$ cat src/logic/peri_map_pkg.sv
`default_nettype none

// **************************************************************************
// Address map of the peripheral group
// **************************************************************************

package peri_map_pkg;

	// Slot field of the APB address, one slot per peripheral
	localparam int SLOT_MSB = 11;
	localparam int SLOT_LSB = 8;

	// Slot codes
	// Codes not listed here are unmapped and answer with an error
	localparam logic [SLOT_MSB-SLOT_LSB:0] SLOT_LOCK = 4'd0;
	localparam logic [SLOT_MSB-SLOT_LSB:0] SLOT_AUTO_ID = 4'd1;
	localparam logic [SLOT_MSB-SLOT_LSB:0] SLOT_CLOCK = 4'd2;

	// Lowest bit of the lock mask and of the ID select field
	// The field runs from here up to the top of the offset (bit 7),
	// which leaves room for six locks or six counters
	localparam int MASK_LSB = 2;

	// In the clock slot this bit picks the upper word
	localparam int CLOCK_HALF_BIT = 2;

endpackage

`default_nettype wire

$ cat src/logic/peri_width_pkg.sv
`default_nettype none

// **************************************************************************
// Data widths of the peripheral group
// **************************************************************************

package peri_width_pkg;

	// APB data word
	localparam int BW_DATA = 32;

	// Automatic ID counters
	localparam int BW_AUTO_ID = 8;
	localparam logic [BW_AUTO_ID-1:0] MAX_AUTO_ID = 8'd255;

	// Free running real-time clock
	localparam int BW_REAL_CLOCK = 64;

endpackage

`default_nettype wire

$ cat src/logic/apb_slot_decoder.sv
`timescale 1ns/100ps
`default_nettype none

// Splits the APB slave port into slots.
// Each strobe is high only in the access cycle (psel and penable both high)
// of an access that hits its slot

module apb_slot_decoder
#(
	parameter int BW_ADDR = 12
)
(
	input  wire                               i_psel,
	input  wire                               i_penable,
	input  wire  [BW_ADDR-1:0]                i_paddr,
	input  wire                               i_pwrite,

	output logic                              o_lock_access,
	output logic                              o_id_access,
	output logic                              o_clock_access,
	output logic                              o_unmapped_access,
	output logic [peri_map_pkg::SLOT_LSB-1:0] o_offset,
	output logic                              o_write
);

	logic                                                   access_phase;
	logic [peri_map_pkg::SLOT_MSB-peri_map_pkg::SLOT_LSB:0] slot;
	logic                                                   hit_lock;
	logic                                                   hit_id;
	logic                                                   hit_clock;

	// Second cycle of the APB transfer
	assign access_phase = i_psel & i_penable;

	// **********************************************************************
	// Slot match
	// **********************************************************************

	assign slot = i_paddr[peri_map_pkg::SLOT_MSB:peri_map_pkg::SLOT_LSB];

	assign hit_lock  = (slot == peri_map_pkg::SLOT_LOCK);
	assign hit_id    = (slot == peri_map_pkg::SLOT_AUTO_ID);
	assign hit_clock = (slot == peri_map_pkg::SLOT_CLOCK);

	// Exactly one of these is high in each access cycle
	assign o_lock_access     = access_phase & hit_lock;
	assign o_id_access       = access_phase & hit_id;
	assign o_clock_access    = access_phase & hit_clock;
	assign o_unmapped_access = access_phase & ~(hit_lock | hit_id | hit_clock);

	// **********************************************************************
	// Fields passed on to the banks
	// **********************************************************************

	assign o_offset = i_paddr[peri_map_pkg::SLOT_LSB-1:0];
	assign o_write  = i_pwrite;

endmodule

`default_nettype wire

$ cat src/logic/hw_lock_bank.sv
`timescale 1ns/100ps
`default_nettype none

// Hardware locks for mutual exclusion between cores.
// A read tries to take every lock in the mask, a write gives them back

module hw_lock_bank
#(
	parameter int NUM_LOCK = 6
)
(
	input  wire                                 clk,
	input  wire                                 rstnn,
	input  wire                                 i_access,
	input  wire                                 i_write,
	input  wire  [peri_map_pkg::SLOT_LSB-1:0]   i_offset,

	output logic [peri_width_pkg::BW_DATA-1:0]  o_rdata,
	output logic [NUM_LOCK-1:0]                 o_lock_status
);

	logic [NUM_LOCK-1:0] mask;
	logic [NUM_LOCK-1:0] grant;
	logic [NUM_LOCK-1:0] lock_held;

	// Lock mask sits in the offset above the byte lanes
	assign mask = i_offset[peri_map_pkg::MASK_LSB +: NUM_LOCK];

	// Locks that were free and are taken by this read
	assign grant = mask & ~lock_held;

	assign o_rdata = {{(peri_width_pkg::BW_DATA-NUM_LOCK){1'b0}}, grant};
	assign o_lock_status = lock_held;

	// **********************************************************************
	// Lock state
	// **********************************************************************

	always_ff @(posedge clk or negedge rstnn)
	begin
		if (!rstnn)
		begin
			lock_held <= '0;
		end
		else if (i_access)
		begin
			if (i_write)
			begin
				// Release
				lock_held <= lock_held & ~mask;
			end
			else
			begin
				// Acquire, a held lock simply stays held
				lock_held <= lock_held | mask;
			end
		end
	end

endmodule

`default_nettype wire

$ cat src/logic/auto_id_bank.sv
`timescale 1ns/100ps
`default_nettype none

// Bank of ID counters that hand out increasing numbers.
// A read returns the selected counters and moves them on by one,
// a write clears the selected counters

module auto_id_bank
#(
	parameter int NUM_AUTO_ID = 4
)
(
	input  wire                                 clk,
	input  wire                                 rstnn,
	input  wire                                 i_access,
	input  wire                                 i_write,
	input  wire  [peri_map_pkg::SLOT_LSB-1:0]   i_offset,

	output logic [peri_width_pkg::BW_DATA-1:0]  o_rdata
);

	logic [NUM_AUTO_ID-1:0]                select;
	logic [peri_width_pkg::BW_AUTO_ID-1:0] id_count [NUM_AUTO_ID];
	logic [peri_width_pkg::BW_AUTO_ID-1:0] id_merged;

	assign select = i_offset[peri_map_pkg::MASK_LSB +: NUM_AUTO_ID];

	// OR of every selected counter
	always_comb
	begin
		id_merged = '0;
		for (int i = 0; i < NUM_AUTO_ID; i++)
		begin
			if (select[i])
				id_merged = id_merged | id_count[i];
		end
	end

	assign o_rdata = {{(peri_width_pkg::BW_DATA-peri_width_pkg::BW_AUTO_ID){1'b0}}, id_merged};

	// **********************************************************************
	// Counters
	// **********************************************************************

	for (genvar g = 0; g < NUM_AUTO_ID; g++)
	begin : g_counter
		always_ff @(posedge clk or negedge rstnn)
		begin
			if (!rstnn)
			begin
				id_count[g] <= '0;
			end
			else if (i_access && select[g])
			begin
				if (i_write)
					id_count[g] <= '0;
				else if (id_count[g] != peri_width_pkg::MAX_AUTO_ID)
					id_count[g] <= id_count[g] + 1'b1;
			end
		end
	end

endmodule

`default_nettype wire

$ cat src/logic/clock_snapshot.sv
`timescale 1ns/100ps
`default_nettype none

// Lets a 32-bit bus read the 64-bit real clock as one coherent value.
// The first access returns the live clock and keeps a copy,
// the second access returns the copy

module clock_snapshot
(
	input  wire                                       clk,
	input  wire                                       rstnn,
	input  wire                                       i_access,
	input  wire                                       i_write,
	input  wire  [peri_map_pkg::SLOT_LSB-1:0]         i_offset,
	input  wire  [peri_width_pkg::BW_REAL_CLOCK-1:0]  i_real_clock,

	output logic [peri_width_pkg::BW_DATA-1:0]        o_rdata,
	output logic                                      o_err
);

	localparam logic PHASE_LIVE    = 1'b0;
	localparam logic PHASE_LATCHED = 1'b1;

	logic                                     phase;
	logic [peri_width_pkg::BW_REAL_CLOCK-1:0] latched_clock;
	logic [peri_width_pkg::BW_REAL_CLOCK-1:0] view_clock;

	assign view_clock = (phase == PHASE_LIVE) ? i_real_clock : latched_clock;

	// Upper or lower half of the clock
	assign o_rdata = i_offset[peri_map_pkg::CLOCK_HALF_BIT] ?
		view_clock[peri_width_pkg::BW_REAL_CLOCK-1 -: peri_width_pkg::BW_DATA] :
		view_clock[peri_width_pkg::BW_DATA-1:0];

	// Clock is read only
	assign o_err = i_access & i_write;

	// Any access flips the phase, writes included
	always_ff @(posedge clk or negedge rstnn)
	begin
		if (!rstnn)
			phase <= PHASE_LIVE;
		else if (i_access)
			phase <= (phase == PHASE_LIVE) ? PHASE_LATCHED : PHASE_LIVE;
	end

	always_ff @(posedge clk)
	begin
		if (i_access && (phase == PHASE_LIVE))
			latched_clock <= i_real_clock;
	end

endmodule

`default_nettype wire

$ cat src/logic/apb_response_merge.sv
`timescale 1ns/100ps
`default_nettype none

// Picks the response of the addressed slot and forms ready and error

module apb_response_merge
(
	input  wire                                 i_lock_access,
	input  wire                                 i_id_access,
	input  wire                                 i_clock_access,
	input  wire                                 i_unmapped_access,
	input  wire  [peri_width_pkg::BW_DATA-1:0]  i_lock_rdata,
	input  wire  [peri_width_pkg::BW_DATA-1:0]  i_id_rdata,
	input  wire  [peri_width_pkg::BW_DATA-1:0]  i_clock_rdata,
	input  wire                                 i_clock_err,

	output logic [peri_width_pkg::BW_DATA-1:0]  o_prdata,
	output logic                                o_pready,
	output logic                                o_pslverr
);

	// One-hot AND-OR select, unmapped slots read as all ones
	assign o_prdata = ({peri_width_pkg::BW_DATA{i_lock_access}}     & i_lock_rdata)
	                | ({peri_width_pkg::BW_DATA{i_id_access}}       & i_id_rdata)
	                | ({peri_width_pkg::BW_DATA{i_clock_access}}    & i_clock_rdata)
	                | {peri_width_pkg::BW_DATA{i_unmapped_access}};

	// Zero wait, every access completes in its first access cycle
	assign o_pready = i_lock_access | i_id_access | i_clock_access | i_unmapped_access;

	// Locks and IDs never fail
	assign o_pslverr = i_unmapped_access | (i_clock_access & i_clock_err);

endmodule

`default_nettype wire

$ cat src/logic/common_peri_group.sv
`timescale 1ns/100ps
`default_nettype none

// **************************************************************************
// Common peripheral group on one APB slave port
// **************************************************************************

module common_peri_group
#(
	parameter int BW_ADDR     = 12,
	// Both counts are limited to 6 by the mask field width
	parameter int NUM_LOCK    = 6,
	parameter int NUM_AUTO_ID = 4
)
(
	input  wire                                       clk,
	input  wire                                       rstnn,

	input  wire                                       i_psel,
	input  wire                                       i_penable,
	input  wire  [BW_ADDR-1:0]                        i_paddr,
	input  wire                                       i_pwrite,
	input  wire  [peri_width_pkg::BW_DATA-1:0]        i_pwdata,
	output logic [peri_width_pkg::BW_DATA-1:0]        o_prdata,
	output logic                                      o_pready,
	output logic                                      o_pslverr,

	input  wire  [peri_width_pkg::BW_REAL_CLOCK-1:0]  i_real_clock,
	output logic [NUM_LOCK-1:0]                       o_lock_status
);

	logic                                lock_access;
	logic                                id_access;
	logic                                clock_access;
	logic                                unmapped_access;
	logic [peri_map_pkg::SLOT_LSB-1:0]   offset;
	logic                                write;
	logic [peri_width_pkg::BW_DATA-1:0]  lock_rdata;
	logic [peri_width_pkg::BW_DATA-1:0]  id_rdata;
	logic [peri_width_pkg::BW_DATA-1:0]  clock_rdata;
	logic                                clock_err;

	// Decode
	apb_slot_decoder #(
		.BW_ADDR(BW_ADDR)
	) u_decoder (
		.i_psel(i_psel),
		.i_penable(i_penable),
		.i_paddr(i_paddr),
		.i_pwrite(i_pwrite),
		.o_lock_access(lock_access),
		.o_id_access(id_access),
		.o_clock_access(clock_access),
		.o_unmapped_access(unmapped_access),
		.o_offset(offset),
		.o_write(write)
	);

	// Execute, the banks take their operands from the address alone
	hw_lock_bank #(
		.NUM_LOCK(NUM_LOCK)
	) u_lock (
		.clk(clk),
		.rstnn(rstnn),
		.i_access(lock_access),
		.i_write(write),
		.i_offset(offset),
		.o_rdata(lock_rdata),
		.o_lock_status(o_lock_status)
	);

	auto_id_bank #(
		.NUM_AUTO_ID(NUM_AUTO_ID)
	) u_auto_id (
		.clk(clk),
		.rstnn(rstnn),
		.i_access(id_access),
		.i_write(write),
		.i_offset(offset),
		.o_rdata(id_rdata)
	);

	clock_snapshot u_clock (
		.clk(clk),
		.rstnn(rstnn),
		.i_access(clock_access),
		.i_write(write),
		.i_offset(offset),
		.i_real_clock(i_real_clock),
		.o_rdata(clock_rdata),
		.o_err(clock_err)
	);

	// Result
	apb_response_merge u_merge (
		.i_lock_access(lock_access),
		.i_id_access(id_access),
		.i_clock_access(clock_access),
		.i_unmapped_access(unmapped_access),
		.i_lock_rdata(lock_rdata),
		.i_id_rdata(id_rdata),
		.i_clock_rdata(clock_rdata),
		.i_clock_err(clock_err),
		.o_prdata(o_prdata),
		.o_pready(o_pready),
		.o_pslverr(o_pslverr)
	);

endmodule

`default_nettype wire

$ cat config.mk
export PLATFORM = sky130hd
export DESIGN_NAME = common_peri_group
export DESIGN_NICKNAME = d
export VERILOG_FILES = /design/src/logic/peri_map_pkg.sv /design/src/logic/peri_width_pkg.sv /design/src/logic/apb_slot_decoder.sv /design/src/logic/hw_lock_bank.sv /design/src/logic/auto_id_bank.sv /design/src/logic/clock_snapshot.sv /design/src/logic/apb_response_merge.sv /design/src/logic/common_peri_group.sv
export SDC_FILE = /design/constraint.sdc
export NUM_CORES = 1
export LEC_CHECK = 0
export BUFFER_PORTS_ARGS = -buffer_cell sky130_fd_sc_hd__buf_4
export CAP_MARGIN = 10
export CELL_PAD_IN_SITES_DETAIL_PLACEMENT = 1
export CELL_PAD_IN_SITES_GLOBAL_PLACEMENT = 1
export CORE_AREA = 2 2 127 129
export DETAILED_ROUTE_END_ITERATION = 10
export DIE_AREA = 0 0 129 131
export PLACE_DENSITY_LB_ADDON = 0.25
export REMOVE_ABC_BUFFERS = 1
export SLEW_MARGIN = 20
export SYNTH_ARGS = -nofsm -noshare
export SYNTH_HDL_FRONTEND = slang
export SYNTH_SLANG_ARGS = --single-unit
$ cat constraint.sdc
create_clock -name clk -period 3.9 [get_ports clk]
set_input_delay 0.39 -clock clk [delete_from_list [all_inputs] [get_ports clk]]
set_output_delay 0.39 -clock clk [all_outputs]
set_load 0.01 [all_outputs]
## Word level (Yosys, flattened, before mapping)

Cells that the tools add are included.

| storage, ports and cells | value |
|---|---|
| register bits after elaboration | 103 |
| word-level logic and storage cells | 76 |
| output and inout port bits | 40 |

| operators by class | value |
|---|---|
| bitwise operators | 29 |
| reduce and logical (&&, ||, !) cells | 14 |
| eq/ne operators | 6 |
| add/sub/neg operators | 4 |
| muxes and demuxes | 16 |

Operator list:

| operator | count |
|---|---|
| two-way mux 8 bit | 12 |
| bitwise OR 32 bit | 3 |
| two-way mux 64 bit | 1 |
| adder 8 x 1 -> 8 bit, second input constant | 4 |
| AND 32 bit | 1 |
| AND 32 x 6 -> 32 bit | 1 |
| AND 32 x 8 -> 32 bit | 1 |
| two-way mux 32 bit | 1 |
| != test 8 bit, second input constant | 4 |
| bitwise OR 8 bit | 3 |
| AND 6 bit | 2 |
| NOT 6 bit | 2 |
| AND reduction 2 bit | 4 |
| nonzero test 2 bit | 4 |
| AND 1 bit | 7 |
| two-way mux 6 bit | 1 |
| bitwise OR 1 bit | 6 |
| bitwise OR 6 bit | 1 |
| logical AND 1 bit | 5 |
| == test 4 x 1 -> 1 bit, second input constant | 1 |
| == test 4 x 2 -> 1 bit, second input constant | 1 |
| zero test 4 bit | 1 |
| NOT 1 bit | 2 |
| two-way mux 1 bit | 1 |

## Logic depth before layout (Yosys ltp)

| depth | value |
|---|---|
| depth after elaboration | 11 |
| depth in mapped cells | 6 |

## By module

A second synthesis with hierarchy kept.

| second synthesis, totals | value |
|---|---|
| cell total of the unflattened synthesis | 544 |
| area, all modules | 6174.7 um^2 |

Modules (own cells, without submodules):

| module | area an instance (um^2) | instances | cells an instance |
|---|---|---|---|
| clock_snapshot | 2790.2 | 1 | 107 |
| auto_id_bank | 2134.5 | 1 | 250 |
| apb_response_merge | 618.1 | 1 | 114 |
| hw_lock_bank | 491.7 | 1 | 57 |
| apb_slot_decoder | 140.1 | 1 | 16 |

## Worst setup path before layout

Ideal clock, no wire load.

| timing | value |
|---|---|
| path kind | input to register |
| start | in i_paddr[10] |
| end | reg u_clock.latched_clock[0] (netlist bit) (enable) |
| stages on the path | 4 |
| data required time | 3407 ps |
| data arrival time | 4084 ps |
| buffers on the path | 1 |
| setup time | 493 ps |
| slack | -677 ps |
| path through | nand4bb_1 -> nor3b_2 -> buf_2 -> nor2b_1 |

| on the way | value |
|---|---|
| word-level cells in the longest chain between the ends | 3 |

RTL lines:

| what | line | RTL |
|---|---|---|
| start: declaration | common_peri_group.sv:21 | `input wire [BW_ADDR-1:0] i_paddr,` |
| == test 4 x 2 -> 1 bit | apb_slot_decoder.sv:43 | `assign hit_clock = (slot == peri_map_pkg::SLOT_CLOCK);` |
| AND 1 bit | apb_slot_decoder.sv:48 | `assign o_clock_access = access_phase & hit_clock;` |
| logical AND 1 bit | clock_snapshot.sv:49 | `if (i_access && (phase == PHASE_LIVE))` |
| end signal: assignment | clock_snapshot.sv:50 | `latched_clock <= i_real_clock;` |
| end: declaration | clock_snapshot.sv:25 | `logic [peri_width_pkg::BW_REAL_CLOCK-1:0] latched_clock;` |

No other way between the ends.
A chain may end at the register's enable or synchronous reset.

## Final worst setup path

| timing | value |
|---|---|
| start | reg u_clock.phase |
| end | out o_prdata[1] (netlist bit) |

| on the way | value |
|---|---|
| word-level cells in the longest chain between the ends | 5 |

RTL lines:

| what | line | RTL |
|---|---|---|
| start: declaration | clock_snapshot.sv:24 | `logic phase;` |
| start signal: assignment | clock_snapshot.sv:44 | `phase <= (phase == PHASE_LIVE) ? PHASE_LATCHED : PHASE_LIVE;` |
| two-way mux 64 bit | clock_snapshot.sv:28 | `assign view_clock = (phase == PHASE_LIVE) ? i_real_clock : latched_clock;` |
| two-way mux 32 bit | clock_snapshot.sv:31 | `assign o_rdata = i_offset[peri_map_pkg::CLOCK_HALF_BIT] ?` |
| AND 32 bit | apb_response_merge.sv:25 | `\| ({peri_width_pkg::BW_DATA{i_clock_access}} & i_clock_rdata)` |
| bitwise OR 32 bit | apb_response_merge.sv:25 |  |
| bitwise OR 32 bit | apb_response_merge.sv:26 | `\| {peri_width_pkg::BW_DATA{i_unmapped_access}};` |
| end: declaration | common_peri_group.sv:24 | `output logic [peri_width_pkg::BW_DATA-1:0] o_prdata,` |

No other way between the ends.

==> results.json <==
{
  "status": "finished, final reports clean",
  "peakVddDrop_mv": 0.228,
  "crit_path_end_kind": "output pin",
  "crit_chain": "mux4_2 -> a221oi_1 -> o21ai_0 -> buf_4",
  "drc": 0,
  "clock_path_buffers": 2,
  "timing.final.crit_share": 0.741,
  "cts_buffers": 9,
  "viasPerCell": 5.46,
  "finalNetCount": 657,
  "dp_cells": 745,
  "synth_seq_cells": 103,
  "critical_path.max_fanout": 20,
  "gp_congestion": 0.791,
  "drive_gt1_frac": 0.319,
  "async_flop_share": 0.379,
  "cts.sinks": 103,
  "antenna_found_initial": 0,
  "port_buffers": 118,
  "yosysWarningCount": 0,
  "vias": 4157,
  "drtAntennaViolNets": 0,
  "grt_use_total": 0.184,
  "max_clock_freq_mhz": 346,
  "htreeDepth": 3,
  "period_needed_ns": 2.89,
  "reg2reg_from": "u_auto_id.id_count[0]",
  "routed_wl_mm": 15.1,
  "worstPathRequired_ns": 3.51,
  "die_area_sq_mm": 0.0169,
  "post-cts-setup-buffer-count": 0,
  "clock-root-buffer": "clkbuf_16",
  "ys_types": 49,
  "postSynthAreaPerCell_sq_um": 12.3,
  "grt_setup_unrepaired": "false",
  "fp-row-count": 46,
  "slowest_stage": "dfrtp_2",
  "fill_cells": 1680,
  "ys.flop_type": "edfxtp_1",
  "maxCapViolCount": 0,
  "drt-initial-drc-count": 247,
  "cts.clk_slew.worst_paths_ns": 0.07,
  "post_dp_cell_area_sq_mm": 0.00643,
  "grt_pass1_vias": 4464,
  "final_cell_mix": "buf_4, nand2_1, edfxtp_1",
  "power_density_mw_per_mm2": 394,
  "place_hpwl_mm": 10.4,
  "grt_max_degree": 44,
  "first_pass_iters": 4,
  "finalInstanceArea_sq_mm": 0.00671,
  "rrSetupSlack_ns": 1.74,
  "slowest_delay_ns": 0.80,
  "final_common_cell": "buf_4",
  "r2r_cells": 5,
  "core_area_sq_mm": 0.0156,
  "cp_data_arrival_time_ns": 2.50,
  "hold_violations": 0,
  "ios": 153,
  "total_power_mw": 2.64,
  "synth_seq_area_share": 0.541,
  "finalClockSkew_ns": 0.00693,
  "cts_tree": "done",
  "start_util": 0.344,
  "slew_viol_final": 0,
  "slew_headroom": 0.310,
  "totalNegativeSetupSlack_ns": 0,
  "r2r-end": "u_auto_id.id_count[5]",
  "power.static_leakage_nw": 2.66,
  "crit_buf_inv": 1,
  "finalSetupViolCount": 0,
  "holdCritPathClass": "primary input to async pin",
  "hold_slack_ns": 0.0287,
  "worstSetupPathType": "flop to output pin",
  "syn_area_sq_mm": 0.00536,
  "routedWlPerCell_um": 19.9,
  "die_h_um": 131,
  "overflow": 0,
  "area_growth_pct": 25.1,
  "syn_inst": 435,
  "clock_latency_ns": 0.35,
  "diodes": 0,
  "tightestPinTransition_ns": 1.03,
  "die_w_um": 129,
  "instances_no_fill": 761,
  "grt_pass1_wl_mm": 24.1,
  "cts_hold_buf": 0,
  "critPathLaunchType": "flop",
  "synth_edf_count": 64,
  "postCtsResizedCells": 0,
  "critPathTopFamily": "flip-flops"
}
[how the worst max path moves through the flow]
stage	endpoint	cells after the start	slack, ns	start
final	o_prdata[1]	4	1.01	u_clock.phase
after global routing	o_prdata[13]	5	0.78	u_clock.phase
after CTS	o_prdata[13]	5	0.92	u_clock.phase
after detailed placement	o_prdata[13]	5	1.33	u_clock.phase
after global placement	o_prdata[3]	4	1.32	u_clock.phase
after floorplan	u_clock.latched_clock[0]	3	-1.24	i_paddr[10]
[registers in the layout, summed over array words and instances (netlist names), named ones only]
name,flops
u_clock.phase,1
u_clock.latched_clock,64
u_auto_id.id_count,32
[logic make-up (layout without fill, tap and decap cells)]
group                    Yosys count  count (layout)  share of synthesized area
XOR/XNOR                           1               1                    0.00163
flip-flops                       103             103                      0.541
multiplexers                      36              36                      0.144
AO/OA/AOI/OAI                    102             102                      0.129
buffers and inverters             35             145                     0.0292
adder cells (fa/ha/maj)            4               4                    0.00934
AND/OR/NAND/NOR                  154             154                      0.146
[per-stage QoR]
stage,setup WS [ns],utilization
4_1_cts,0.924,0.430
3_5_place_dp,1.33,0.413
3_3_place_gp,1.32,0.413
2_1_floorplan,-1.24,-
6_report,1.01,0.430
5_1_grt,0.784,0.430
[worst reg2reg max path: stages (launching register included)]
cell and delay [ns]:
dfrtp_1 0.45, ha_1 0.30, nand4b_1 0.12, o2111ai_1 0.42
or4_1 0.65, a21oi_1 0.16
[layout make-up]
cell class,count,area [sq um],share of cell area
multi-input combinational,297,2320,0.346
clock inverter,6,42.5,0.00634
timing repair buffer,123,923,0.138
clock buffer,10,229,0.0341
inverter,6,22.5,0.00336
tap,216,270,0.0403
sequential,103,2900,0.432
[synthesized netlist by cell type (4+ instances only)]
master     n  area (sq um)
dfrtp_1   39           976
buf_2      8          40.0
o21ai_0   22           110
nand3_1   16          80.1
ha_1       4          50.1
a221oi_1   6          52.6
nor2_1    10          37.5
a22oi_1   17           128
inv_1      6          22.5
nand2_1   77           289
nand2b_1   6          37.5
mux4_2    29           653
a21oi_1    9          45.0
o31ai_1   21           158
clkbuf_1  17          63.8
mux2i_1    4          40.0
nand4_1    4          25.0
nor3_1     5          25.0
edfxtp_1  64          1920
and3_1     6          37.5
o21ai_1    4          20.0
or3_1      4          25.0
a31oi_1    9          56.3
or4_1      4          30.0
[power breakdown]
group	internal [mW]	switching, mW
Clock	0.437	0.426
Combinational	0.314	0.201
Sequential	1.19	0.0797
Total	1.94	0.707
[layer usage]
layer,vias up,GRT usage,part of all wire
met4,0,0.0371,0.0054
met3,7,0.0729,0.079
met5,-,0,0
met2,101,0.301,0.49
li1,1919,-,-
met1,2130,0.235,0.43
No activity file was read; power rests on OpenSTA's default activity.
